--- src/vga_timing_pkg.sv ---
`default_nettype none

package vga_timing_pkg;

	////////////////////////////////////////////////////////////
	// 640x480 at 60 Hz, counts are last value of each phase
	////////////////////////////////////////////////////////////

	// Screen coordinate, also used for phase counters
	typedef logic [9:0] coord_t;

	// Horizontal phases in pixel ticks
	localparam coord_t H_ACTIVE = 10'd639;
	localparam coord_t H_FRONT = 10'd15;
	localparam coord_t H_PULSE = 10'd95;
	localparam coord_t H_BACK = 10'd47;

	// Vertical phases in lines
	localparam coord_t V_ACTIVE = 10'd479;
	localparam coord_t V_FRONT = 10'd9;
	localparam coord_t V_PULSE = 10'd1;
	localparam coord_t V_BACK = 10'd32;

	// Pixel tick from the memory clock
	localparam int TICK_DIV = 4;
	localparam int TICK_W = $clog2(TICK_DIV);

	// Shared by horizontal and vertical machines
	typedef enum logic [1:0] {active, front, pulse, back} sync_phase_t;

endpackage

`default_nettype wire

--- src/frame_pkg.sv ---
`default_nettype none

package frame_pkg;

	////////////////////////////////////////////////////////////
	// Frame buffer geometry
	////////////////////////////////////////////////////////////

	// Columns per row
	localparam int FRAME_W = 640;
	// Even/odd row pairs, one word per pair per bank
	localparam int PAIR_ROWS = 240;
	// Words in each bank
	localparam int BANK_DEPTH = FRAME_W * PAIR_ROWS;

	// Row pair times width plus column
	typedef logic [17:0] fb_addr_t;

	// Packed 3/3/2, red in the top bits
	typedef logic [7:0] color_t;

	////////////////////////////////////////////////////////////
	// Pixel writer sequencing
	////////////////////////////////////////////////////////////

	typedef enum logic [2:0] {
		start_pass,
		release_solvers,
		settle,
		await_done,
		store,
		advance
	} writer_state_t;

endpackage

`default_nettype wire

--- src/vga_timing.sv ---
`default_nettype none

module vga_timing
	import vga_timing_pkg::*;
	import frame_pkg::*;
(
	input logic M10k_pll,
	input logic reset,
	// Frame buffer data for next_x/next_y
	input color_t color,
	output coord_t next_x,
	output coord_t next_y,
	output logic [7:0] vga_r,
	output logic [7:0] vga_g,
	output logic [7:0] vga_b,
	output logic vga_hs,
	output logic vga_vs,
	output logic vga_blank_n,
	output logic vga_sync_n,
	output logic vga_clk
);

	// Tick divider
	logic [TICK_W-1:0] div;
	logic tick;

	// Phase machines and their counters
	sync_phase_t h_phase;
	sync_phase_t v_phase;
	coord_t h_cnt;
	coord_t v_cnt;
	// Registered end of line, one tick wide
	logic line_done;
	// Both machines showing picture
	logic in_active;

	// Last count of each phase
	function automatic coord_t h_last(input sync_phase_t ph);
		case (ph)
			active: return H_ACTIVE;
			front: return H_FRONT;
			pulse: return H_PULSE;
			default: return H_BACK;
		endcase
	endfunction

	function automatic coord_t v_last(input sync_phase_t ph);
		case (ph)
			active: return V_ACTIVE;
			front: return V_FRONT;
			pulse: return V_PULSE;
			default: return V_BACK;
		endcase
	endfunction

	// active, front, pulse, back, then around
	function automatic sync_phase_t phase_after(input sync_phase_t ph);
		case (ph)
			active: return front;
			front: return pulse;
			pulse: return back;
			default: return active;
		endcase
	endfunction

	assign tick = (div == TICK_W'(TICK_DIV - 1));
	assign in_active = (h_phase == active) && (v_phase == active);

	////////////////////////////////////////////////////////////
	// Pixel tick and clock out
	////////////////////////////////////////////////////////////

	// vga_clk rises with the outputs, falls two clocks later
	always_ff @(posedge M10k_pll) begin
		if (reset) begin
			div <= '0;
			vga_clk <= 1'b0;
		end else begin
			div <= tick ? '0 : div + 1'b1;
			if (tick) begin
				vga_clk <= 1'b1;
			end else if (div != '0) begin
				vga_clk <= 1'b0;
			end
		end
	end

	////////////////////////////////////////////////////////////
	// Sync machines and colour
	////////////////////////////////////////////////////////////

	always_ff @(posedge M10k_pll) begin
		if (reset) begin
			h_phase <= active;
			v_phase <= active;
			h_cnt <= '0;
			v_cnt <= '0;
			line_done <= 1'b0;
			vga_hs <= 1'b0;
			vga_vs <= 1'b0;
			vga_r <= '0;
			vga_g <= '0;
			vga_b <= '0;
		end else if (tick) begin
			// Horizontal, counter restarts in every phase
			if (h_cnt == h_last(h_phase)) begin
				h_cnt <= '0;
				h_phase <= phase_after(h_phase);
			end else begin
				h_cnt <= h_cnt + 10'd1;
			end
			// One tick early so vertical moves with the line wrap
			line_done <= (h_phase == back) && (h_cnt == H_BACK - 10'd1);

			// Vertical steps once per line
			if (line_done) begin
				if (v_cnt == v_last(v_phase)) begin
					v_cnt <= '0;
					v_phase <= phase_after(v_phase);
				end else begin
					v_cnt <= v_cnt + 10'd1;
				end
			end

			// Syncs low in pulse, one tick behind the phase
			vga_hs <= (h_phase != pulse);
			vga_vs <= (v_phase != pulse);

			// 3/3/2 padded with zeros, black outside the picture
			vga_r <= in_active ? {color[7:5], 5'd0} : 8'd0;
			vga_g <= in_active ? {color[4:2], 5'd0} : 8'd0;
			vga_b <= in_active ? {color[1:0], 6'd0} : 8'd0;
		end
	end

	// Read position held for the whole tick
	assign next_x = (h_phase == active) ? h_cnt : 10'd0;
	assign next_y = (v_phase == active) ? v_cnt : 10'd0;

	assign vga_blank_n = vga_hs & vga_vs;
	// Composite sync not used
	assign vga_sync_n = 1'b0;

endmodule

`default_nettype wire

--- config.mk ---
export PLATFORM = sky130hd
export DESIGN_NAME = vga_timing
export DESIGN_NICKNAME = d
export VERILOG_FILES = /design/src/vga_timing_pkg.sv /design/src/frame_pkg.sv /design/src/vga_timing.sv
export SDC_FILE = /design/constraint.sdc
export NUM_CORES = 1
export LEC_CHECK = 0
export BUFFER_PORTS_ARGS = -buffer_cell sky130_fd_sc_hd__buf_2
export CAP_MARGIN = 20
export CORE_MARGIN = 2
export CORE_UTILIZATION = 52
export DETAILED_ROUTE_END_ITERATION = 6
export PLACE_DENSITY = 0.75
export SYNTH_ARGS = -nofsm -noshare
export SYNTH_HDL_FRONTEND = slang
export SYNTH_SLANG_ARGS = --single-unit
--- constraint.sdc ---
create_clock -name M10k_pll -period 3.2 [get_ports M10k_pll]
set_input_delay 0.16 -clock M10k_pll [delete_from_list [all_inputs] [get_ports M10k_pll]]
set_output_delay 0.16 -clock M10k_pll [all_outputs]
set_load 0.02 [all_outputs]
; Word level (Yosys, flattened, before mapping)
; Cells that the tools add are included.
[word_totals]
word_cells = 55
reg_bits = 54
[classes]
addsub = 3
n_eq_ne = 11
n_reduce_logical = 10
bitwise = 1
muxes = 18
[ops]
columns = cell, count
row1 = $mux 10, 9
row2 = $pmux 10 s3, 1
row3 = $pmux 9 s3, 1
row4 = $mux 8, 3
row5 = $add 10x1->10 const B, 2
row6 = $eq 10x10->1, 2
row7 = $pmux 2 s3, 2
row8 = $eq 10x6->1 const B, 1
row9 = $eq 2x2->1 const B, 4
row10 = $eq 2x1->1 const B, 2
row11 = $logic_not 2->1, 2
row12 = $ne 2x2->1 const B, 2
row13 = $reduce_and 2->1, 2
row14 = $reduce_bool 2->1, 2
row15 = $reduce_and 3->1, 1
row16 = $add 2x1->2 const B, 1
row17 = $logic_and 1x1->1, 2
row18 = $mux 1, 2
row19 = $reduce_or 2->1, 1
row20 = $and 1x1->1, 1

; Longest topological paths before layout
; Gate-level depths: netlist (run 1).
[logic_depth]
ltp_word = 7
depth_mapped = 7
depth_no_buf = 6

; Worst setup path after synthesis (run 1)
; No wires, ideal clock.
[synth_timing]
path_kind = flip-flop to flip-flop
start = reg v_phase[0]
end = reg v_phase[0]
n_path_buf = 0
slack_ps = 926
stages_incl_launch_ff = 7
arrival_ps = 2153
setup_time_ps = 121
cell_sequence = dfxtp_1 > inv_1 > ha_1 > ha_1 > or4_4 > a211oi_4 > mux2_4
[synth_via]
elab_chain_len = 7
word_cells_on_any_way = 10
[synth_lines]
columns = element, line_no
row1 = from (decl), vga_timing.sv:29  ; sync_phase_t v_phase;
row2 = from (signal assigned), vga_timing.sv:95  ; v_phase <= active;
row3 = from (signal assigned), vga_timing.sv:119  ; v_phase <= phase_after(v_phase);
row4 = $eq 2x2->1 (tied with other cells), "vga_timing.sv:48, vga_timing.sv:58"
row5 = $pmux 9 s3, vga_timing.sv:48  ; case (ph)
row6 = $mux 10, vga_timing.sv:116  ; if (line_done) begin
row7 = $mux 10, vga_timing.sv:104  ; end else if (tick) begin
row8 = $mux 10, vga_timing.sv:93  ; if (reset) begin
row9 = $eq 10x10->1, vga_timing.sv:117  ; if (v_cnt == v_last(v_phase)) begin
row10 = $reduce_and 3->1 (no source line), -
; Parallel ways exist; a longest one is shown, timed or not. The select of a mux whose other input is x is not followed.
; A chain may end at the register's enable or synchronous reset.

; Worst setup path after layout (run 1)
[layout_timing]
start = reg v_phase[0]
end = reg v_cnt[1]
[layout_via]
elab_chain_len = 7
word_cells_on_any_way = 9
[layout_lines]
columns = element, line_no
row1 = $eq 2x2->1 (tied with other cells), vga_timing.sv:48
row2 = $pmux 9 s3 (*), vga_timing.sv:48
row3 = $mux 10 (*), vga_timing.sv:116
row4 = $mux 10 (*), vga_timing.sv:104
row5 = $mux 10 (*), vga_timing.sv:93
row6 = $eq 10x10->1 (*), vga_timing.sv:117
row7 = $mux 10 (*), vga_timing.sv:117
row8 = to (signal assigned), vga_timing.sv:121  ; v_cnt <= v_cnt + 10'd1;
row9 = to (decl), vga_timing.sv:31  ; coord_t v_cnt;
; Every way passes the cells marked *; elsewhere a longest branch is shown, timed or not. The select of a mux whose other input is x is not followed.

==> results.cfg, run 1 <==
[yosys]
syn_area_per_cell_um2 = 9.57
synthFlopType = dfxtp_1
yosysSeqAreaShare_pct = 34.5
synth_area_um2 = 2200
yosys_warnings = 0
ys_seq_elements = 38
synth_edf_count = 0
ys_async_sr_fraction_pct = 0
syn_inst = 230
synthDistinctLibCells = 43

[timing]
tns_ns = 0
final.setup.worst_slack_ns = 0.714
tightestPinTransition_ns = 0.713
timing.fmax_ghz = 0.402
drv_slew = 0
rsz0062_at_grt = false
min_period_ns = 2.49
relSlewSlack_pct = 52.4
clock-skew-final_ns = 0.00642
hold_violations = 0
finalCritPeriodShare_pct = 77.7
setup_viol = 0

[global_routing]
grt_pass1_vias = 1455
grtUsageMet1_pct = 25.0
grt.busiest_layer = met1
antenna_found_initial = 0
grt_max_degree = 36
grt_use_met2_pct = 24.5
gr-usage-met3_pct = 3.80
grtUsageTotal_pct = 16.9
grt_remaining_overflow = 0
grt_pass1_wl_um = 6740

[route]
vias_per_cell = 5.12
drt-total-wl_um = 4010
firstDrtPassIters = 4
wire_per_inst_um = 12.7
ant_nets = 0
route.detailed.drc = 0
vias = 1622
drt_iter0_drc = 39

[worst_setup_path]
crit_arrival_ns = 2.64
required_ns = 3.35
critPathMaxFanout = 14
cp-end-kind = flip-flop
reg2reg_slack_ns = 0.71
worstSetupPathType = flip-flop to flip-flop
startpoint_type = flip-flop

[place]
portBuffers = 41
placedInstanceArea_um2 = 2360
hpwl_um = 2890
preCtsSetupSlack_ns = 0.669
gp_congestion = 0.781

[pwr]
powerDensity_nw_per_um2 = 357
ir_drop_v = 0.000332
p_leak_nw = 1.12

[cts]
insertion_delay_ns = 0.28
cts_buffers = 5
cts_buffer_depth = 2
ctsRootBufferMaster = clkbuf_8
cts_tree = done
cts_resized = 0
cts_hold_buffers = 0
cts_htree_levels = 2
cts.sinks = 38
cts_setup_buffers = 0
clk_pin_slew_ns = 0.07

[worst_hold_path]
holdCritPathClass = primary input to flip-flop

[cells_and_area]
layout_common_cells = buf_2 (41), dfxtp_1 (38), ha_1 (20)
design_area_um2 = 2440
diodes = 0
final_common_cell = buf_2
fin_nets = 297
area_growth_pct = 10.9
drive_gt1_share_pct = 25.5

[floorplan]
die_y_um = 69.1
initial_utilization_pct = 54.7
design.die.area_um2 = 4770
die_width_um = 69.1
core.rowCount = 23
ios = 59
core_um2 = 4030

[status]
outcome = completed

[run]
cap_violations = 0
final cells by class:
cell class | count | area, um2
fillers | 348 | 1590
multi-input cells | 172 | 1290
flip-flops and latches | 38 | 761
repair buffers | 43 | 220
clock buffers | 5 | 68.8
well taps | 50 | 62.6
inverters | 7 | 26.3
clock inverters | 2 | 10.0
critical path, cell delays in order, from the launching register on:
cell and delay [ns]:
dfxtp_1 0.33, inv_1 0.10, ha_1 0.44, ha_1 0.32, or4_4 0.53, a211oi_4 0.30
buf_4 0.27, nor3_2 0.06
flip-flops by register name, summed over array words and instances (netlist names), 2 cells and up:
name     count
div          2
h_cnt       10
h_phase      2
v_cnt       10
v_phase      2
vga_b        2
vga_g        3
vga_r        3
power by group:
| part | internal [W] | leakage (nW) | switching (W) | total (W) |
|---|---|---|---|---|
| sequential | 0.000484 | 0.307 | 0.00000661 | 0.000490 |
| combinational | 0.0000232 | 0.767 | 0.0000540 | 0.0000772 |
| clock | 0.000146 | 0.0438 | 0.000158 | 0.000304 |
| total | 0.000653 | 1.12 | 0.000219 | 0.000871 |
final timing paths:
check,start,cells after the start,to
max reg2reg,v_phase[0],7,v_cnt[1]
min,color[1],2,vga_b[7]
max,v_phase[0],7,v_cnt[1]
min reg2reg,div[0],1,div[0]
synth_stat cells, types with 3 or more instances:
library cell  number  area [um2]
nand3_1            8        40.0
clkbuf_1           8        30.0
a22o_1             8        70.1
nand2_1            3        11.3
ha_1              20         250
nor3_1            12        60.1
xor2_1            16         140
nand4_1            9        56.3
nor2_1             9        33.8
xnor2_1            3        26.3
nor3_2            10         100
inv_1              7        26.3
nand2b_1           4        25.0
dfxtp_1           38         761
mux2i_1            4        40.0
and2_1            19         119
and3_1             4        25.0
buf_4             17         128
layer usage:
layer	vias to the layer above	routed length (um)
met5	-	0
met4	0	48
met3	4	177
met2	46	1730
met1	743	2060
li1	829	-
through the flow:
stage,hold slack (ns),total power [W],std cells,util [%]
2_1_floorplan,0.286,0.000575,246,-
3_3_place_gp,0.370,0.000578,310,58.6
3_5_place_dp,0.374,0.000578,310,58.6
4_1_cts,0.0733,0.000881,317,60.6
5_1_grt,0.0739,0.000910,317,60.6
6_report,0.0805,0.000871,317,60.6
cell families after synthesis:
| group | synth area share (%) |
|---|---|
| xor gates and xnor gates | 7.56 |
| AOI/OAI and AO/OA | 7.50 |
| DFF | 34.5 |
| and+or+nand+nor | 26.9 |
| buffers and inverters | 9.49 |
| adders and majority gates | 11.4 |
| other | 0.170 |
| muxes | 2.50 |
No activity file was read; power rests on OpenSTA's default activity.
==> inputs of run 2 (changes only) <==
--- a/config.mk
+++ b/config.mk
@@ -8,9 +8,9 @@
 export BUFFER_PORTS_ARGS = -buffer_cell sky130_fd_sc_hd__buf_2
 export CAP_MARGIN = 20
 export CORE_MARGIN = 2
-export CORE_UTILIZATION = 52
+export CORE_UTILIZATION = 47
 export DETAILED_ROUTE_END_ITERATION = 6
-export PLACE_DENSITY = 0.75
+export PLACE_DENSITY = 0.71
 export SYNTH_ARGS = -nofsm -noshare
 export SYNTH_HDL_FRONTEND = slang
 export SYNTH_SLANG_ARGS = --single-unit
==> constraint.sdc (replaced) <==
create_clock -name M10k_pll -period 2.1 [get_ports M10k_pll]
set_input_delay 0.105 -clock M10k_pll [delete_from_list [all_inputs] [get_ports M10k_pll]]
set_output_delay 0.105 -clock M10k_pll [all_outputs]
set_load 0.02 [all_outputs]
==> run 2 against run 1 <==
- combinational power increased by 53%
- global-route usage about the same
- worst setup slack got worse by 0.71 ns
- non-clock buffer count increased by 15
- sequential cell count unchanged
- fmax increased by 18%
- routed wire length increased by 6.2%
- via count increased by 4.4%
- design area increased by 7.1%
- sequential share of layout area decreased by 2.0 points
- critical endpoint is now v_cnt[3]
- largest cell class unchanged
- largest power group unchanged
==> results.cfg, run 2 (same netlist as run 1, synthesis figures left out) <==
[pwr]
powerDensity_nw_per_um2 = 509
ir_drop_v = 0.000335
p_leak_nw = 1.18

[cts]
cts_htree_levels = 2
ctsRootBufferMaster = clkbuf_8
cts_buffers = 5
clk_pin_slew_ns = 0.07
insertion_delay_ns = 0.28
cts_buffer_depth = 2
cts_hold_buffers = 0
cts.sinks = 38
cts_tree = done

[route]
vias = 1693
route.detailed.drc = 0
vias_per_cell = 5.07
wire_per_inst_um = 12.8
drt-total-wl_um = 4260
ant_nets = 0
firstDrtPassIters = 4
drt_iter0_drc = 76

[floorplan]
core.rowCount = 24
die_y_um = 72.5
initial_utilization_pct = 49.5
design.die.area_um2 = 5250
die_width_um = 72.5
ios = 59
core_um2 = 4440

[cells_and_area]
fin_nets = 312
top_regs = h_cnt: 10 flops, v_cnt: 10 flops
final_common_cell = buf_2
nFillCells = 408
diodes = 0
drive_gt1_share_pct = 31.6
area_growth_pct = 18.7
layout_common_cells = buf_2 (41), dfxtp_1 (36), and2_1 (19)
fin_util_pct = 58.8

[global_routing]
grt_remaining_overflow = 0
grtUsageTotal_pct = 16.9
grt_max_degree = 20
grt_pass1_vias = 1515
grt_pass1_wl_um = 6960
antenna_found_initial = 0

[timing]
tightestPinTransition_ns = 0.530
min_period_ns = 2.10
relSlewSlack_pct = 64.5
hold_violations = 0
setup_viol = 0
clock-skew-final_ns = 0.00513
final.setup.worst_slack_ns = 0.00152
timing.fmax_ghz = 0.477
finalCritPeriodShare_pct = 99.9
rsz0062_at_grt = true
drv_slew = 0

[place]
preCtsSetupSlack_ns = 0.00166
gp_congestion = 0.816
hpwl_um = 3070
portBuffers = 41

[worst_setup_path]
cp-end-kind = flip-flop
critPathMaxFanout = 8
crit_arrival_ns = 2.27
worstSetupPathType = flip-flop to flip-flop
required_ns = 2.27
startpoint_type = flip-flop

[status]
outcome = completed

[worst_hold_path]
holdCritPathClass = primary input to flip-flop

[run]
cap_violations = 0
[run 2: final timing paths]
| check | slack (ns) | depth (start not counted) | startpoint | end |
|---|---|---|---|---|
| setup reg to reg | 0.002 | 8 | v_phase[0] | v_cnt[3] |
| hold reg to reg | 0.46 | 1 | div[0] | div[0] |
| setup / recovery | 0.002 | 8 | v_phase[0] | v_cnt[3] |
| hold / removal | 0.03 | 2 | color[6] | vga_r[6] |
[run 2: where the power goes]
group / internal, W / switching [W] / leakage, nW / total, W
Sequential: 0.000737 / 0.0000102 / 0.308 / 0.000747
Combinational: 0.0000363 / 0.0000815 / 0.835 / 0.000118
Clock: 0.000229 / 0.000237 / 0.0383 / 0.000466
[run 2: final cells by class]
type | instances | area, um2 | share of cell area (%)
flip-flops and latches | 38 | 763 | 29.2
clock buffers | 7 | 76.3 | 2.92
inverters | 7 | 26.3 | 1.01
well taps | 52 | 65.1 | 2.49
repair buffers | 58 | 340 | 13.0
multi-input cells | 172 | 1340 | 51.4
[run 2: repair_timing]
| action | in CTS | in global routing |
|---|---|---|
| gates resized for setup | 1 | 4 |
| setup buffers | 1 | 1 |
| pin swaps | 2 | 5 |
| cloned | 0 | 1 |
| endpoints found under the setup margin | 11 | 11 |
[run 2: per-layer routing]
layer	GRT usage (%)	up-vias	part of all wire [%]
li1	-	866	-
met1	23.5	772	50
met2	25.9	51	44
met3	4.58	4	5.2
met4	4.32	0	0.61
met5	0	-	0
[run 2: worst max-delay path, cell delays in order (launching register included)]
cell and delay, ns:
dfxtp_2 0.33, inv_2 0.08, ha_4 0.21, ha_4 0.21, or4_4 0.52, a211oi_4 0.28, buf_4 0.17, buf_6 0.13
nor3_2 0.04
[run 2: metrics by stage]
step / area [um2] / power, W / TNS [ns] / cells / hold slack [ns]
detailed placement: 2480 / 0.000882 / 0 / 324 / 0.322
finish: 2610 / 0.00133 / 0 / 334 / 0.0271
floorplan: 2290 / 0.000876 / 0 / 246 / 0.231
global placement: 2480 / 0.000881 / 0 / 324 / 0.316
global route: 2610 / 0.00139 / -0.643 / 334 / 0.0192
CTS: 2580 / 0.00135 / 0 / 332 / 0.0193
