### src/vga_timing_pkg.sv
`default_nettype none

package vga_timing_pkg;

	////////////////////////////////////////////////////////////
	// 640x480 at 60 Hz, counts are last value of each phase
	////////////////////////////////////////////////////////////

	// Screen coordinate, also used for phase counters
	typedef logic [9:0] coord_t;

	// Horizontal phases in pixel ticks
	localparam coord_t H_ACTIVE = 10'd639;
	localparam coord_t H_FRONT = 10'd15;
	localparam coord_t H_PULSE = 10'd95;
	localparam coord_t H_BACK = 10'd47;

	// Vertical phases in lines
	localparam coord_t V_ACTIVE = 10'd479;
	localparam coord_t V_FRONT = 10'd9;
	localparam coord_t V_PULSE = 10'd1;
	localparam coord_t V_BACK = 10'd32;

	// Pixel tick from the memory clock
	localparam int TICK_DIV = 4;
	localparam int TICK_W = $clog2(TICK_DIV);

	// Shared by horizontal and vertical machines
	typedef enum logic [1:0] {active, front, pulse, back} sync_phase_t;

endpackage

`default_nettype wire

### src/frame_pkg.sv
`default_nettype none

package frame_pkg;

	////////////////////////////////////////////////////////////
	// Frame buffer geometry
	////////////////////////////////////////////////////////////

	// Columns per row
	localparam int FRAME_W = 640;
	// Even/odd row pairs, one word per pair per bank
	localparam int PAIR_ROWS = 240;
	// Words in each bank
	localparam int BANK_DEPTH = FRAME_W * PAIR_ROWS;

	// Row pair times width plus column
	typedef logic [17:0] fb_addr_t;

	// Packed 3/3/2, red in the top bits
	typedef logic [7:0] color_t;

	////////////////////////////////////////////////////////////
	// Pixel writer sequencing
	////////////////////////////////////////////////////////////

	typedef enum logic [2:0] {
		start_pass,
		release_solvers,
		settle,
		await_done,
		store,
		advance
	} writer_state_t;

endpackage

`default_nettype wire

### src/fb_write_if.sv
`default_nettype none

// One row-pair write into both banks
interface fb_write_if
	import frame_pkg::*;
();

	// Single-cycle strobe, no back-pressure
	logic we;
	fb_addr_t addr;
	// Even row colour and odd row colour at the same address
	color_t color_even;
	color_t color_odd;

	// Pixel writer side
	modport writer (output we, addr, color_even, color_odd);

	// Frame buffer side
	modport buffer (input we, addr, color_even, color_odd);

endinterface

`default_nettype wire

### src/pixel_writer.sv
`default_nettype none

module pixel_writer
	import vga_timing_pkg::*;
	import frame_pkg::*;
(
	input logic M10k_pll,
	input logic reset,
	// Solver results, held until solver_reset rises
	input logic done_even,
	input logic done_odd,
	input color_t color_even,
	input color_t color_odd,
	// Level release to both solvers
	output logic solver_reset,
	output coord_t pixel_x,
	output logic [7:0] pixel_row,
	fb_write_if.writer wr
);

	writer_state_t state;

	// Both solvers finished
	logic both_done;
	// Current pair is the last one of the pass
	logic last_pair;
	// End of a row pair
	logic last_col;

	assign both_done = done_even && done_odd;
	assign last_col = (pixel_x == coord_t'(FRAME_W - 1));
	assign last_pair = last_col && (pixel_row == 8'(PAIR_ROWS - 1));

	////////////////////////////////////////////////////////////
	// Sequencer
	////////////////////////////////////////////////////////////

	// solver_reset is high in start_pass or advance, and in release
	// Coordinates only move while it is high
	always_ff @(posedge M10k_pll) begin
		if (reset) begin
			state <= start_pass;
			solver_reset <= 1'b1;
			wr.we <= 1'b0;
			pixel_x <= '0;
			pixel_row <= '0;
		end else begin
			case (state)
				// New pass from (0,0)
				start_pass: begin
					pixel_x <= '0;
					pixel_row <= '0;
					state <= release_solvers;
				end
				// Drop the level, solvers start computing
				release_solvers: begin
					solver_reset <= 1'b0;
					state <= settle;
				end
				// One spare cycle so stale done is never seen
				settle: begin
					state <= await_done;
				end
				// Strobe lands one clock after both done
				await_done: begin
					if (both_done) begin
						wr.we <= 1'b1;
						state <= store;
					end
				end
				// Write happens this cycle, park the solvers again
				store: begin
					wr.we <= 1'b0;
					solver_reset <= 1'b1;
					state <= last_pair ? start_pass : advance;
				end
				// Step to next pair, column first
				advance: begin
					if (last_col) begin
						pixel_x <= '0;
						pixel_row <= pixel_row + 8'd1;
					end else begin
						pixel_x <= pixel_x + 10'd1;
					end
					state <= release_solvers;
				end
				default: begin
					state <= start_pass;
				end
			endcase
		end
	end

	////////////////////////////////////////////////////////////
	// Write payload
	////////////////////////////////////////////////////////////

	// Captured with the strobe, address from the pair position
	always_ff @(posedge M10k_pll) begin
		if ((state == await_done) && both_done) begin
			wr.addr <= fb_addr_t'(pixel_row) * fb_addr_t'(FRAME_W) + fb_addr_t'(pixel_x);
			wr.color_even <= color_even;
			wr.color_odd <= color_odd;
		end
	end

endmodule

`default_nettype wire

### src/flat_wrapper.sv
// flat-port wrapper written by rule: the top's interface ports become plain ports
module pixel_writer_flat import vga_timing_pkg::*; import frame_pkg::*;
  (M10k_pll, reset, done_even, done_odd, color_even, color_odd, solver_reset, pixel_x, pixel_row, wr_we, wr_addr, wr_color_even, wr_color_odd);
  fb_write_if wr_i ();
  input logic M10k_pll;
  input logic reset;
  input logic done_even;
  input logic done_odd;
  input color_t color_even;
  input color_t color_odd;
  output logic solver_reset;
  output coord_t pixel_x;
  output logic [7:0] pixel_row;
  output wire logic [$bits(wr_i.we)-1:0] wr_we;
  output wire logic [$bits(wr_i.addr)-1:0] wr_addr;
  output wire logic [$bits(wr_i.color_even)-1:0] wr_color_even;
  output wire logic [$bits(wr_i.color_odd)-1:0] wr_color_odd;
  assign wr_we = wr_i.we;
  assign wr_addr = wr_i.addr;
  assign wr_color_even = wr_i.color_even;
  assign wr_color_odd = wr_i.color_odd;
  pixel_writer u_core (.M10k_pll(M10k_pll), .reset(reset), .done_even(done_even), .done_odd(done_odd), .color_even(color_even), .color_odd(color_odd), .solver_reset(solver_reset), .pixel_x(pixel_x), .pixel_row(pixel_row), .wr(wr_i));
endmodule
### config.mk
export PLATFORM = sky130hd
export DESIGN_NAME = pixel_writer_flat
export DESIGN_NICKNAME = d
export VERILOG_FILES = /design/src/vga_timing_pkg.sv /design/src/frame_pkg.sv /design/src/fb_write_if.sv /design/src/pixel_writer.sv /design/src/flat_wrapper.sv
export SDC_FILE = /design/constraint.sdc
export NUM_CORES = 1
export LEC_CHECK = 0
export BUFFER_PORTS_ARGS = -buffer_cell sky130_fd_sc_hd__buf_4
export CAP_MARGIN = 20
export CORE_MARGIN = 8
export CORE_UTILIZATION = 52
export CTS_CLUSTER_SIZE = 16
export DETAILED_ROUTE_END_ITERATION = 8
export PLACE_DENSITY = 0.79
export SYNTH_ARGS = -nofsm -noshare
export SYNTH_HDL_FRONTEND = slang
export SYNTH_SLANG_ARGS = --single-unit
### constraint.sdc
create_clock -name M10k_pll -period 4.97 [get_ports M10k_pll]
set_clock_uncertainty 0.1 [all_clocks]
set_input_delay 0.994 -clock M10k_pll [delete_from_list [all_inputs] [get_ports M10k_pll]]
set_output_delay 0.994 -clock M10k_pll [all_outputs]
set_load 0.02 [all_outputs]
# Word-level counts from Yosys, hierarchy flattened

Index checks and enable logic that the tools add are counted.

Bits in registers: 57
Output and inout bits: 54
Input port bits: 20
Word-level logic and storage cells: 41

Equality and inequality tests: 9
Muxes and demuxes: 10
Add/sub/neg operators: 3
Reduce and logical (&&, ||, !) cells: 10
$mul: 1

Operators by type and width:

| kind                                               | count |
|---|---|
| case mux 10 bit (2 select lines)                   | 1 |
| adder 18 x 10 -> 18 bit                            | 1 |
| case mux 8 bit (2 select lines)                    | 1 |
| case mux 3 bit (5 select lines)                    | 1 |
| multiplier 8 x 3 -> 11 bit (second input constant) | 1 |
| adder 10 x 1 -> 10 bit (second input constant)     | 1 |
| == test 10 bit (second input constant)             | 1 |
| 2-to-1 mux 10 bit                                  | 1 |
| adder 8 x 1 -> 8 bit (second input constant)       | 1 |
| == test 8 bit (second input constant)              | 1 |
| 2-to-1 mux 8 bit                                   | 1 |
| == test 3 x 2 -> 1 bit (second input constant)     | 2 |
| == test 3 bit (second input constant)              | 2 |
| 2-to-1 mux 3 bit                                   | 2 |
| nonzero test 2 bit                                 | 3 |
| != test 2 x 1 -> 1 bit (second input constant)     | 2 |
| case mux 1 bit (2 select lines)                    | 2 |
| AND reduction 2 bit                                | 2 |
| == test 3 x 1 -> 1 bit (second input constant)     | 1 |
| logical AND 1 bit                                  | 3 |
| logical NOT 3 bit                                  | 1 |
| OR reduction 2 bit                                 | 1 |
| 2-to-1 mux 1 bit                                   | 1 |

# Depth between registers and ports, before layout

Gate-level depths: netlist (run 1).

Depth in word-level cells: 4
Mapped depth: 9
Gate-level depth less buffers: 9

# Worst setup path after synthesis (run 1)

No wires, ideal clock.

Kind: input port to flip-flop
From: input done_even
To: register u_core.wr.addr[0] (enable)
Data arrival time: 3.493 ns
Stages on the path: 2
Slack: 0.907 ns
Setup time: 0.470 ns
Cell sequence: nand2_1 nor3_1

Word-level cells in the longest chain between the ends: 2

RTL lines:

| element              | line                | RTL |
|---|---|---|
| from (decl)          | flat_wrapper.sv:7   | `input logic done_even;` |
| logical AND 1 bit    | pixel_writer.sv:30  | `assign both_done = done_even && done_odd;` |
| logical AND 1 bit    | pixel_writer.sv:100 | `if ((state == await_done) && both_done) begin` |
| to (signal assigned) | pixel_writer.sv:101 | `wr.addr <= fb_addr_t'(pixel_row) * fb_addr_t'(FRAME_W) + fb_addr_t'(pixel_x);` |
| to (decl)            | fb_write_if.sv:16   | `modport writer (output we, addr, color_even, color_odd);` |

No other way between the ends.
A chain may end at the register's enable or synchronous reset.

# Worst setup path after layout (run 1)

From: register u_core.pixel_row[3]
To: register u_core.wr.addr[16] (data pin)

Word-level cells in the longest chain between the ends: 2

RTL lines:

| element                    | line                | RTL |
|---|---|---|
| from (decl)                | pixel_writer.sv:17  | `output logic [7:0] pixel_row,` |
| from (signal assigned)     | pixel_writer.sv:81  | `pixel_row <= pixel_row + 8'd1;` |
| multiplier 8 x 3 -> 11 bit | pixel_writer.sv:101 |  |
| adder 18 x 10 -> 18 bit    | pixel_writer.sv:101 |  |

No other way between the ends.

==> reports/metrics.csv, run 1 <==
stage,metric,value,unit
global_route,total routing resource utilization after global routing,0.153,
yosys,per-instance average area after synthesis,11.1,um2
cts,number of buffers inserted during clock tree synthesis,9,
floorplan,DIE WIDTH,88.8,um
status,status,finished clean,
cts,clock-pin transition on the worst setup and hold timing paths,0.06,ns
drt,total wire length after detailed routing,5.88,mm
drt,DR vias,2175,
drt,DR DRC count,0,
drt,initial detailed-routing violation count,109,
floorplan,DIE HEIGHT,88.8,um
sta,time the worst path needs with I/O delays and setup,2.81,ns
pwr,Max rail drop VDD,0.165,mV
placement,GPL Wtd Cong,0.845,
drt,DR vias/cell,5.38,
global_route,total congestion overflow after global routing,0,
sta,final-report max-slew violation count,0,
critical_path,Setup CP Type,reg2reg,
placement,# placed instances,388,
pwr,switching share of power,0.220,
yosys,most common cell in the synthesized netlist,edfxtp_1,
cts,post-CTS repair timing setup buffer count,0,
drt,number of nets with antenna violations after routing,0,
critical_path,kind of capture point of the worst setup path,register,
critical_path,Worst EP arrival,2.79,ns
critical_path,largest incremental delay on the critical path,0.47,ns
placement,quantity of I/O buffers inserted on ports,73,
floorplan,Boundary Pins,74,
cts,post_cts resized,0,
sta,relative slew slack,0.656,
placement,detailed placement HPWL,4.28,mm
pwr,sequential fraction of design power,0.530,
critical_path,largest fanout on the critical path,7,
sta,slew at the pin with the worst max-slew slack,0.516,ns
critical_path,Worst setup SP type,register,
yosys,number of register bits inferred by synthesis,57,
pwr,internal power summed over all cells,754,uW
floorplan,effective utilization at floorplan,0.539,
critical_path,series of cell instances along the critical path,ha_1 -> ha_1 -> inv_1 -> fa_1 -> nor4b_1 -> nor2b_1 -> nand4_1 -> xor2_1,
yosys,portion of synthesized cell area occupied by the leading cell type,0.371,
yosys,post-synthesis instance area,2760,um2
floorplan,overall die area,7880,um2
critical_path,cell with the largest stage delay on the worst path,nor4b_1,
layout,final-stage net count,368,
cts,Root Driver,clkbuf_8,
yosys,count of unique library cells instantiated by Yosys,49,
cts,clock tree from TritonCTS,built,
layout,share of cells above drive strength 1,0.287,
sta,RSZ-0062 raised after global routing,false,
yosys,Synthesized Nets,288,
layout,number of diodes added for antenna fixing,0,
cts,insertion delay to the later sink of the worst-skew pair,0.33,ns
yosys,prevailing post-synth register cell,edfxtp_1,
pwr,leakage power of the design,0.00147,uW
yosys,number of standard cells after synthesis,249,
drt,post-detailed-route wirelength per cell,14.6,um
yosys,Post-synth EDFFs,34,
global_route,number of antenna violations at the first check in global routing,0,
floorplan,area of the core region,5110,um2
sta,Max Fclk,0.356,GHz
cts,clock net sink count,57,
layout,Final Instance Count excl. Fillers,404,
yosys,post-synth top area cell,edfxtp_1,
cts,buffer levels on the longest clock path,2,
pwr,PD cells,271,nW/um2
critical_path,CP Data Required Time,4.95,ns
sta,Final setup violation count,0,
pwr,share of total power in combinational logic,0.046,
floorplan,number of rows in the core area,26,
sta,hold violation count in the final report,0,
global_route,largest net degree at the start of global routing,36,
global_route,wire length of the first global-routing pass,9.28,mm
pwr,Clock power frac,0.423,
cts,H-tree lvl count,3,
pwr,power dissipated by switching net loads,213,uW
run,number of violations of the max-capacitance limit,0,
yosys,leading post-synthesis cells by instance count,"34 x edfxtp_1, 23 x dfxtp_1, 20 x nor2_1",
hold_path,class of the most critical hold timing path,reg2reg,
sta,Final TNS setup,0,ns
sta,fin crit share,0.565,
cts,hold bufs inserted after CTS,0,
layout,Area Growth Syn to Fin,29.6,%
yosys,Post-synth ARST share,0,
yosys,sequential element share of the synthesized area,0.538,
yosys,cells taking the most area after synthesis,"edfxtp_1 37%, dfxtp_1 17%, ha_1 7.7%",
critical_path,"Top cell by count, worst path",ha_1,
global_route,number of global-route vias before repair,2043,
drt,1st-pass router iterations,4,
yosys,Yosys warnings,0,
[power by group through the flow]
stage          registers (uW)  clock network, uW  logic [uW]
6_report                  513                409        44.9
5_1_grt                   514                437        49.5
2_1_floorplan             524                  0        20.4
4_1_cts                   512                421        45.2
3_5_place_dp              523                  0        45.2
3_3_place_gp              522                  0        44.2
[stage by stage]
stage	instance area, um2	power [uW]	utilization	worst slack (ns)	hold WS (ns)
6_report	3570	966	0.699	2.16	0.399
3_3_place_gp	3380	567	0.663	2.23	0.378
3_5_place_dp	3380	568	0.663	2.15	0.383
4_1_cts	3570	979	0.699	2.13	0.399
2_1_floorplan	2760	544	-	0.907	0.455
5_1_grt	3570	1000	0.699	1.99	0.418
[routing by layer]
metal,GRT usage,wire [um],up-vias
li1,-,-,1089
met1,0.185,2680,1013
met2,0.232,2610,66
met3,0.0511,492,7
met4,0.0891,104,0
met5,0,0,-
[cell usage in the layout (no fill, tap or decap), types with 11 or more instances in the layout]
| cell | count |
|---|---|
| nand2_1 | 13 |
| ha_1 | 17 |
| dfxtp_1 | 23 |
| nor2_1 | 20 |
| o21ai_0 | 12 |
| a21oi_1 | 12 |
| inv_1 | 11 |
| edfxtp_1 | 34 |
| buf_4 | 74 |
[cell families after synthesis]
| kind of cell | Yosys count | share of synthesized area |
|---|---|---|
| AOI/OAI and AO/OA | 55 | 0.129 |
| and+or+nand+nor | 81 | 0.153 |
| DFF | 57 | 0.538 |
| xor gates and xnor gates | 18 | 0.0572 |
| buffers and inverters | 17 | 0.0232 |
| muxes | 2 | 0.00772 |
| adders and majority gates | 19 | 0.0917 |
[worst max-delay path: cells and delay by family (launching register included)]
kind	cells	cell delay, ns
adders and majority gates	3	0.94
xor gates and xnor gates	1	0.16
buffers and inverters	1	0.07
and+or+nand+nor	3	0.82
DFF	1	0.46
[worst paths after layout]
path	start	endpoint	slack (ns)	cells past startpoint
hold reg to reg	u_core.wr.we	u_core.wr.we	0.40	2
setup reg to reg	u_core.pixel_row[3]	u_core.wr.addr[16]	2.16	8
setup / recovery	u_core.pixel_row[3]	u_core.wr.addr[16]	2.16	8
hold / removal	u_core.wr.we	u_core.wr.we	0.40	2
[state kept, by name, indices dropped and copies added, names as in the netlist]
signal / flops
u_core.pixel_row: 8
u_core.pixel_x: 10
u_core.solver_reset: 1
u_core.state: 3
u_core.wr.addr: 18
u_core.wr.color_even: 8
u_core.wr.color_odd: 8
u_core.wr.we: 1
[layout make-up]
class | count | area [um2]
clock inverter | 6 | 58.8
fill | 402 | 1540
inverter | 12 | 45.0
tap | 70 | 87.6
timing repair buffer | 74 | 556
clock buffer | 10 | 128
sequential | 57 | 1480
multi-input combinational | 175 | 1210
Power figures use the tool's default switching activity.
==> run 2: changes to the inputs <==
==> constraint.sdc (replaced) <==
create_clock -name M10k_pll -period 2.92 [get_ports M10k_pll]
set_clock_uncertainty 0.1 [all_clocks]
set_input_delay 0.584 -clock M10k_pll [delete_from_list [all_inputs] [get_ports M10k_pll]]
set_output_delay 0.584 -clock M10k_pll [all_outputs]
set_load 0.02 [all_outputs]
==> reports/metrics.csv, run 2 (synthesis results as in run 1) <==
stage,metric,value,unit,change
pwr,leakage power of the design,0.00150,uW,was 0.00147 uW
sta,time the worst path needs with I/O delays and setup,2.73,ns,was 2.81 ns
cts,insertion delay to the later sink of the worst-skew pair,0.32,ns,was 0.33 ns
sta,fin crit share,0.934,,was 0.565
hold_path,Hold Startpoint,color_odd[4],,was u_core.wr.we
sta,Final TNS setup,0,ns,unchanged
layout,fin util,0.711,,was 0.699
critical_path,Worst EP arrival,2.68,ns,was 2.79 ns
sta,Max Fclk,0.367,GHz,was 0.356 GHz
critical_path,endpoint of the worst register-to-register path,u_core.wr.addr[16],,unchanged
layout,top flop regs,"u_core.wr.addr x18, u_core.pixel_x x10",,unchanged
critical_path,CP Data Required Time,2.88,ns,was 4.95 ns
sta,slew at the pin with the worst max-slew slack,0.580,ns,was 0.516 ns
hold_path,depth of the worst hold-timing path,1,,was 2
cts,hold bufs inserted after CTS,0,,unchanged
hold_path,class of the most critical hold timing path,in2reg,,was reg2reg
pwr,sequential fraction of design power,0.498,,was 0.530
layout,"commonest cells after routing, fill and taps aside","76 x buf_4, 34 x edfxtp_1, 23 x dfxtp_1, 20 x nor2_1, 17 x ha_1",,"was 74 x buf_4, 34 x edfxtp_1, 23 x dfxtp_1, 20 x nor2_1, 17 x ha_1"
drt,initial detailed-routing violation count,96,,was 109
sta,worst path setup slack after routing,0.194,ns,was 2.16 ns
critical_path,kind of capture point of the worst setup path,register,,unchanged
sta,final-report max-slew violation count,0,,unchanged
critical_path,worst setup path startpoint,u_core.pixel_row[0],,was u_core.pixel_row[3]
placement,post-placement setup slack,0.208,ns,was 2.15 ns
floorplan,DIE WIDTH,88.8,um,unchanged
drt,number of nets with antenna violations after routing,0,,unchanged
floorplan,DIE HEIGHT,88.8,um,unchanged
drt,DR vias,2160,,was 2175
global_route,total congestion overflow after global routing,0,,unchanged
pwr,power dissipated by switching net loads,355,uW,was 213 uW
floorplan,overall die area,7880,um2,unchanged
critical_path,depth of the worst register-to-register path,8,,unchanged
critical_path,Critical R2R Launch,u_core.pixel_row[0],,was u_core.pixel_row[3]
layout,"leading cell type in the layout, fill and taps excluded",buf_4,,unchanged
cts,H-tree lvl count,3,,unchanged
floorplan,Boundary Pins,74,,unchanged
cts,clock tree from TritonCTS,built,,unchanged
critical_path,Worst setup SP type,register,,unchanged
pwr,PD cells,482,nW/um2,was 271 nW/um2
layout,Area Growth Syn to Fin,31.8,%,was 29.6%
global_route,M2 GR Usage,0.232,,unchanged
global_route,total routing resource utilization after global routing,0.150,,was 0.153
drt,1st-pass router iterations,4,,unchanged
layout,share of cells above drive strength 1,0.295,,was 0.287
layout,final-stage net count,370,,was 368
floorplan,area of the core region,5110,um2,unchanged
sta,RSZ-0062 raised after global routing,false,,unchanged
cts,clock net sink count,57,,unchanged
global_route,busiest layer in global routing,met2,,unchanged
placement,Placement Cell Area,3410,um2,was 3380 um2
placement,quantity of I/O buffers inserted on ports,73,,unchanged
global_route,number of global-route vias before repair,2029,,was 2043
layout,number of diodes added for antenna fixing,0,,unchanged
drt,DR DRC count,0,,unchanged
drt,post-detailed-route wirelength per cell,14.5,um,was 14.6 um
placement,GPL Wtd Cong,0.797,,was 0.845
critical_path,Setup CP Type,reg2reg,,unchanged
global_route,wire length of the first global-routing pass,9.16,mm,was 9.28 mm
layout,filler instances,406,,was 402
global_route,Global Route met3 Usage,0.0371,,was 0.0511
pwr,Clock power frac,0.457,,was 0.423
drt,DR vias/cell,5.32,,was 5.38
floorplan,number of rows in the core area,26,,unchanged
layout,flip-flop count of the largest register after layout,18,,unchanged
cts,number of buffers inserted during clock tree synthesis,9,,unchanged
pwr,share of total power in combinational logic,0.044,,was 0.046
hold_path,capture endpoint of the worst hold path,u_core.wr.color_odd[4],,was u_core.wr.we
pwr,Max rail drop VDD,0.262,mV,was 0.165 mV
floorplan,effective utilization at floorplan,0.539,,unchanged
critical_path,largest fanout on the critical path,7,,unchanged
pwr,switching share of power,0.203,,was 0.220
global_route,met1 Usage GRT,0.181,,was 0.185
status,status,finished clean,,unchanged
cts,clock-pin transition on the worst setup and hold timing paths,0.07,ns,was 0.06 ns
global_route,largest net degree at the start of global routing,36,,unchanged
layout,largest register by flop count,u_core.wr.addr,,unchanged
sta,final hold slack,0.331,ns,was 0.399 ns
drt,total wire length after detailed routing,5.90,mm,was 5.88 mm
critical_path,setup slack on the worst flop-to-flop path,0.19,ns,was 2.16 ns
sta,hold violation count in the final report,0,,unchanged
cts,buffer levels on the longest clock path,2,,unchanged
pwr,internal power summed over all cells,1400,uW,was 754 uW
placement,detailed placement HPWL,4.37,mm,was 4.28 mm
run,number of violations of the max-capacitance limit,0,,unchanged
sta,relative slew slack,0.613,,was 0.656
cts,post-CTS repair timing setup buffer count,0,,unchanged
cts,Root Driver,clkbuf_8,,unchanged
global_route,number of antenna violations at the first check in global routing,0,,unchanged
sta,Final setup violation count,0,,unchanged
cts,post_cts resized,0,,unchanged
layout,area of all placed cells without fillers,3630,um2,was 3570 um2
## run 2: cell count changes in the layout (fill, tap and decap cells not counted), sizes merged
cell	delta
bufinv	+1
clkinv	-2
clkbuf	+1
buf	+2
## run 2: layout make-up
class | count | area, um2 | area share
clock buffers | 11 | 141 | 0.0389
well taps | 70 | 87.6 | 0.0241
inverters | 12 | 45.0 | 0.0124
repair buffers | 76 | 571 | 0.157
multi-input cells | 175 | 1230 | 0.338
clock inverters | 5 | 78.8 | 0.0217
flip-flops and latches | 57 | 1480 | 0.408
## run 2: power by group through the flow
stage | clock network, uW | registers, uW | logic, uW
6_report | 801 | 873 | 77.8
5_1_grt | 853 | 874 | 84.4
4_1_cts | 816 | 872 | 78.5
3_5_place_dp | 0 | 890 | 78.0
3_3_place_gp | 0 | 889 | 75.6
2_1_floorplan | 0 | 892 | 35.0
## run 2: critical path: stages, from the launching register on
cell and delay (ns):
dfxtp_1 0.46, ha_1 0.21, ha_1 0.18, inv_1 0.06, fa_1 0.48, nor4b_1 0.46
nor2b_1 0.22, nand4_1 0.13, xor2_1 0.16
## run 2: per-layer routing
metal  share of wire  routed length (um)
met2            0.46                2690
met5               0                   0
met4           0.016                  92
met3           0.070                 413
met1            0.46                2700
## run 2: how the worst max path moves through the flow
stage | endpoint | slack, ns
floorplan | u_core.wr.addr[16] | 0.14
global placement | u_core.wr.addr[16] | 0.31
detailed placement | u_core.wr.addr[16] | 0.21
CTS | u_core.wr.addr[16] | 0.18
global route | u_core.wr.addr[16] | 0.04
finish | u_core.wr.addr[16] | 0.19
## run 2: metrics by stage
stage / cells / power [uW]
CTS: 406 / 1770
global placement: 390 / 965
finish: 406 / 1750
detailed placement: 390 / 968
floorplan: 249 / 927
global route: 406 / 1810
==> run 3: changes to the inputs <==
--- a/config.mk
+++ b/config.mk
@@ -8,10 +8,10 @@
 export BUFFER_PORTS_ARGS = -buffer_cell sky130_fd_sc_hd__buf_4
 export CAP_MARGIN = 20
 export CORE_MARGIN = 8
-export CORE_UTILIZATION = 52
+export CORE_UTILIZATION = 55
 export CTS_CLUSTER_SIZE = 16
 export DETAILED_ROUTE_END_ITERATION = 8
-export PLACE_DENSITY = 0.79
+export PLACE_DENSITY = 0.83
 export SYNTH_ARGS = -nofsm -noshare
 export SYNTH_HDL_FRONTEND = slang
 export SYNTH_SLANG_ARGS = --single-unit
==> constraint.sdc (replaced) <==
create_clock -name M10k_pll -period 3.3 [get_ports M10k_pll]
set_clock_uncertainty 0.1 [all_clocks]
set_input_delay 0.66 -clock M10k_pll [delete_from_list [all_inputs] [get_ports M10k_pll]]
set_output_delay 0.66 -clock M10k_pll [all_outputs]
set_load 0.02 [all_outputs]
==> reports/metrics.csv, run 3 (synthesis results as in run 1) <==
stage,metric,value,unit,change
layout,"leading cell type in the layout, fill and taps excluded",buf_4,,unchanged
drt,DR DRC count,0,,unchanged
drt,total wire length after detailed routing,6.08,mm,was 5.90 mm
sta,RSZ-0062 raised after global routing,false,,unchanged
layout,Area Growth Syn to Fin,29.2,%,was 31.8%
global_route,total congestion overflow after global routing,0,,unchanged
pwr,PD cells,393,nW/um2,was 482 nW/um2
sta,fin crit share,0.861,,was 0.934
floorplan,area of the core region,4790,um2,was 5110 um2
global_route,total routing resource utilization after global routing,0.165,,was 0.150
sta,hold violation count in the final report,0,,unchanged
run,number of violations of the max-capacitance limit,0,,unchanged
cts,clock-pin transition on the worst setup and hold timing paths,0.07,ns,about the same
floorplan,effective utilization at floorplan,0.576,,was 0.539
layout,area of all placed cells without fillers,3560,um2,was 3630 um2
pwr,share of total power in combinational logic,0.049,,was 0.044
layout,final-stage net count,368,,was 370
pwr,Clock power frac,0.399,,was 0.457
placement,Placement Cell Area,3390,um2,was 3410 um2
critical_path,Critical R2R Launch,u_core.pixel_row[3],,was u_core.pixel_row[0]
global_route,number of antenna violations at the first check in global routing,0,,unchanged
hold_path,Hold Startpoint,color_even[2],,was color_odd[4]
sta,Max Fclk,0.352,GHz,was 0.367 GHz
critical_path,Worst EP arrival,2.81,ns,was 2.68 ns
floorplan,Boundary Pins,74,,unchanged
pwr,power dissipated by switching net loads,336,uW,was 355 uW
placement,detailed placement HPWL,4.40,mm,was 4.37 mm
layout,fin util,0.744,,was 0.711
sta,slew at the pin with the worst max-slew slack,0.574,ns,was 0.580 ns
cts,clock tree from TritonCTS,built,,unchanged
placement,GPL Wtd Cong,0.797,,about the same
drt,1st-pass router iterations,4,,unchanged
status,status,finished clean,,unchanged
global_route,wire length of the first global-routing pass,9.80,mm,was 9.16 mm
pwr,leakage power of the design,0.00147,uW,was 0.00150 uW
layout,top flop regs,"u_core.wr.addr x18, u_core.pixel_x x10",,unchanged
cts,post-CTS repair timing setup buffer count,0,,unchanged
critical_path,worst setup path startpoint,u_core.pixel_row[3],,was u_core.pixel_row[0]
drt,DR vias/cell,5.47,,was 5.32
global_route,number of global-route vias before repair,2089,,was 2029
drt,DR vias,2193,,was 2160
floorplan,DIE WIDTH,86.8,um,was 88.8 um
critical_path,Setup CP Type,reg2reg,,unchanged
critical_path,kind of capture point of the worst setup path,register,,unchanged
critical_path,largest fanout on the critical path,7,,unchanged
sta,time the worst path needs with I/O delays and setup,2.84,ns,was 2.73 ns
layout,share of cells above drive strength 1,0.290,,was 0.295
cts,post_cts resized,0,,unchanged
layout,flip-flop count of the largest register after layout,18,,unchanged
layout,"commonest cells after routing, fill and taps aside","74 x buf_4, 34 x edfxtp_1, 23 x dfxtp_1, 20 x nor2_1, 17 x ha_1",,"was 76 x buf_4, 34 x edfxtp_1, 23 x dfxtp_1, 20 x nor2_1, 17 x ha_1"
cts,H-tree lvl count,3,,unchanged
pwr,sequential fraction of design power,0.552,,was 0.498
critical_path,cell with the largest stage delay on the worst path,dfxtp_1,,was fa_1
cts,hold bufs inserted after CTS,0,,unchanged
floorplan,number of rows in the core area,25,,was 26
critical_path,CP Data Required Time,3.27,ns,was 2.88 ns
drt,number of nets with antenna violations after routing,0,,unchanged
sta,relative slew slack,0.617,,was 0.613
hold_path,class of the most critical hold timing path,in2reg,,unchanged
critical_path,Worst setup SP type,register,,unchanged
pwr,Max rail drop VDD,0.248,mV,was 0.262 mV
layout,number of diodes added for antenna fixing,0,,unchanged
global_route,largest net degree at the start of global routing,36,,unchanged
drt,post-detailed-route wirelength per cell,15.1,um,was 14.5 um
drt,initial detailed-routing violation count,175,,was 96
sta,Final setup violation count,0,,unchanged
floorplan,DIE HEIGHT,86.8,um,was 88.8 um
critical_path,largest incremental delay on the critical path,0.48,ns,about the same
floorplan,overall die area,7530,um2,was 7880 um2
critical_path,series of cell instances along the critical path,ha_1 -> ha_1 -> inv_1 -> fa_1 -> nor4b_1 -> nor2b_1 -> nand4_1 -> xor2_1,,unchanged
cts,number of buffers inserted during clock tree synthesis,9,,unchanged
sta,final-report max-slew violation count,0,,unchanged
pwr,internal power summed over all cells,1060,uW,was 1400 uW
critical_path,"Top cell by count, worst path",ha_1,,unchanged
placement,quantity of I/O buffers inserted on ports,73,,unchanged
cts,insertion delay to the later sink of the worst-skew pair,0.33,ns,was 0.32 ns
pwr,switching share of power,0.240,,was 0.203
sta,Final TNS setup,0,ns,unchanged
cts,buffer levels on the longest clock path,2,,unchanged
layout,largest register by flop count,u_core.wr.addr,,unchanged
cts,clock net sink count,57,,unchanged
cts,Root Driver,clkbuf_8,,unchanged
[run 3: power groups by stage]
stage               combinational (uW)  sequential, uW  clock (uW)
floorplan                         30.9             789           0
global placement                  66.5             787           0
detailed placement                68.6             787           0
CTS                               69.0             771         572
global route                      75.5             773         601
finish                            68.5             771         557
[run 3: worst paths after layout]
path                                   to  slack (ns)  cells past startpoint
setup / recovery       u_core.wr.addr[16]        0.46                      8
hold / removal    u_core.wr.color_even[2]        0.40                      1
setup reg to reg       u_core.wr.addr[16]        0.46                      8
hold reg to reg              u_core.wr.we        0.42                      2
[run 3: per-stage QoR]
stage	worst slack, ns	total power [uW]	hold slack [ns]	cells
2_1_floorplan	0.524	820	0.455	249
3_3_place_gp	0.566	853	0.378	385
3_5_place_dp	0.486	856	0.413	385
4_1_cts	0.464	1410	0.386	401
5_1_grt	0.288	1450	0.391	401
6_report	0.459	1400	0.397	401
[run 3: layer usage]
layer / global-route usage / share of wire
met1: 0.194 / 0.43
met2: 0.267 / 0.48
met3: 0.0444 / 0.071
met4: 0.0876 / 0.019
met5: 0 / 0
[run 3: cell type report]
class	count	area (um2)
tap	67	83.8
timing repair buffer	74	556
inverter	12	45.0
multi-input combinational	175	1220
fill	346	1230
clock inverter	7	47.5
sequential	57	1480
clock buffer	9	124
[run 3: critical path, delay by kind of cell (launching register included)]
family	cells	cell delay (ns)
adder cells (fa/ha/maj)	3	0.98
flip-flops	1	0.48
buffers and inverters	1	0.07
XOR/XNOR	1	0.16
AND/OR/NAND/NOR	3	0.79
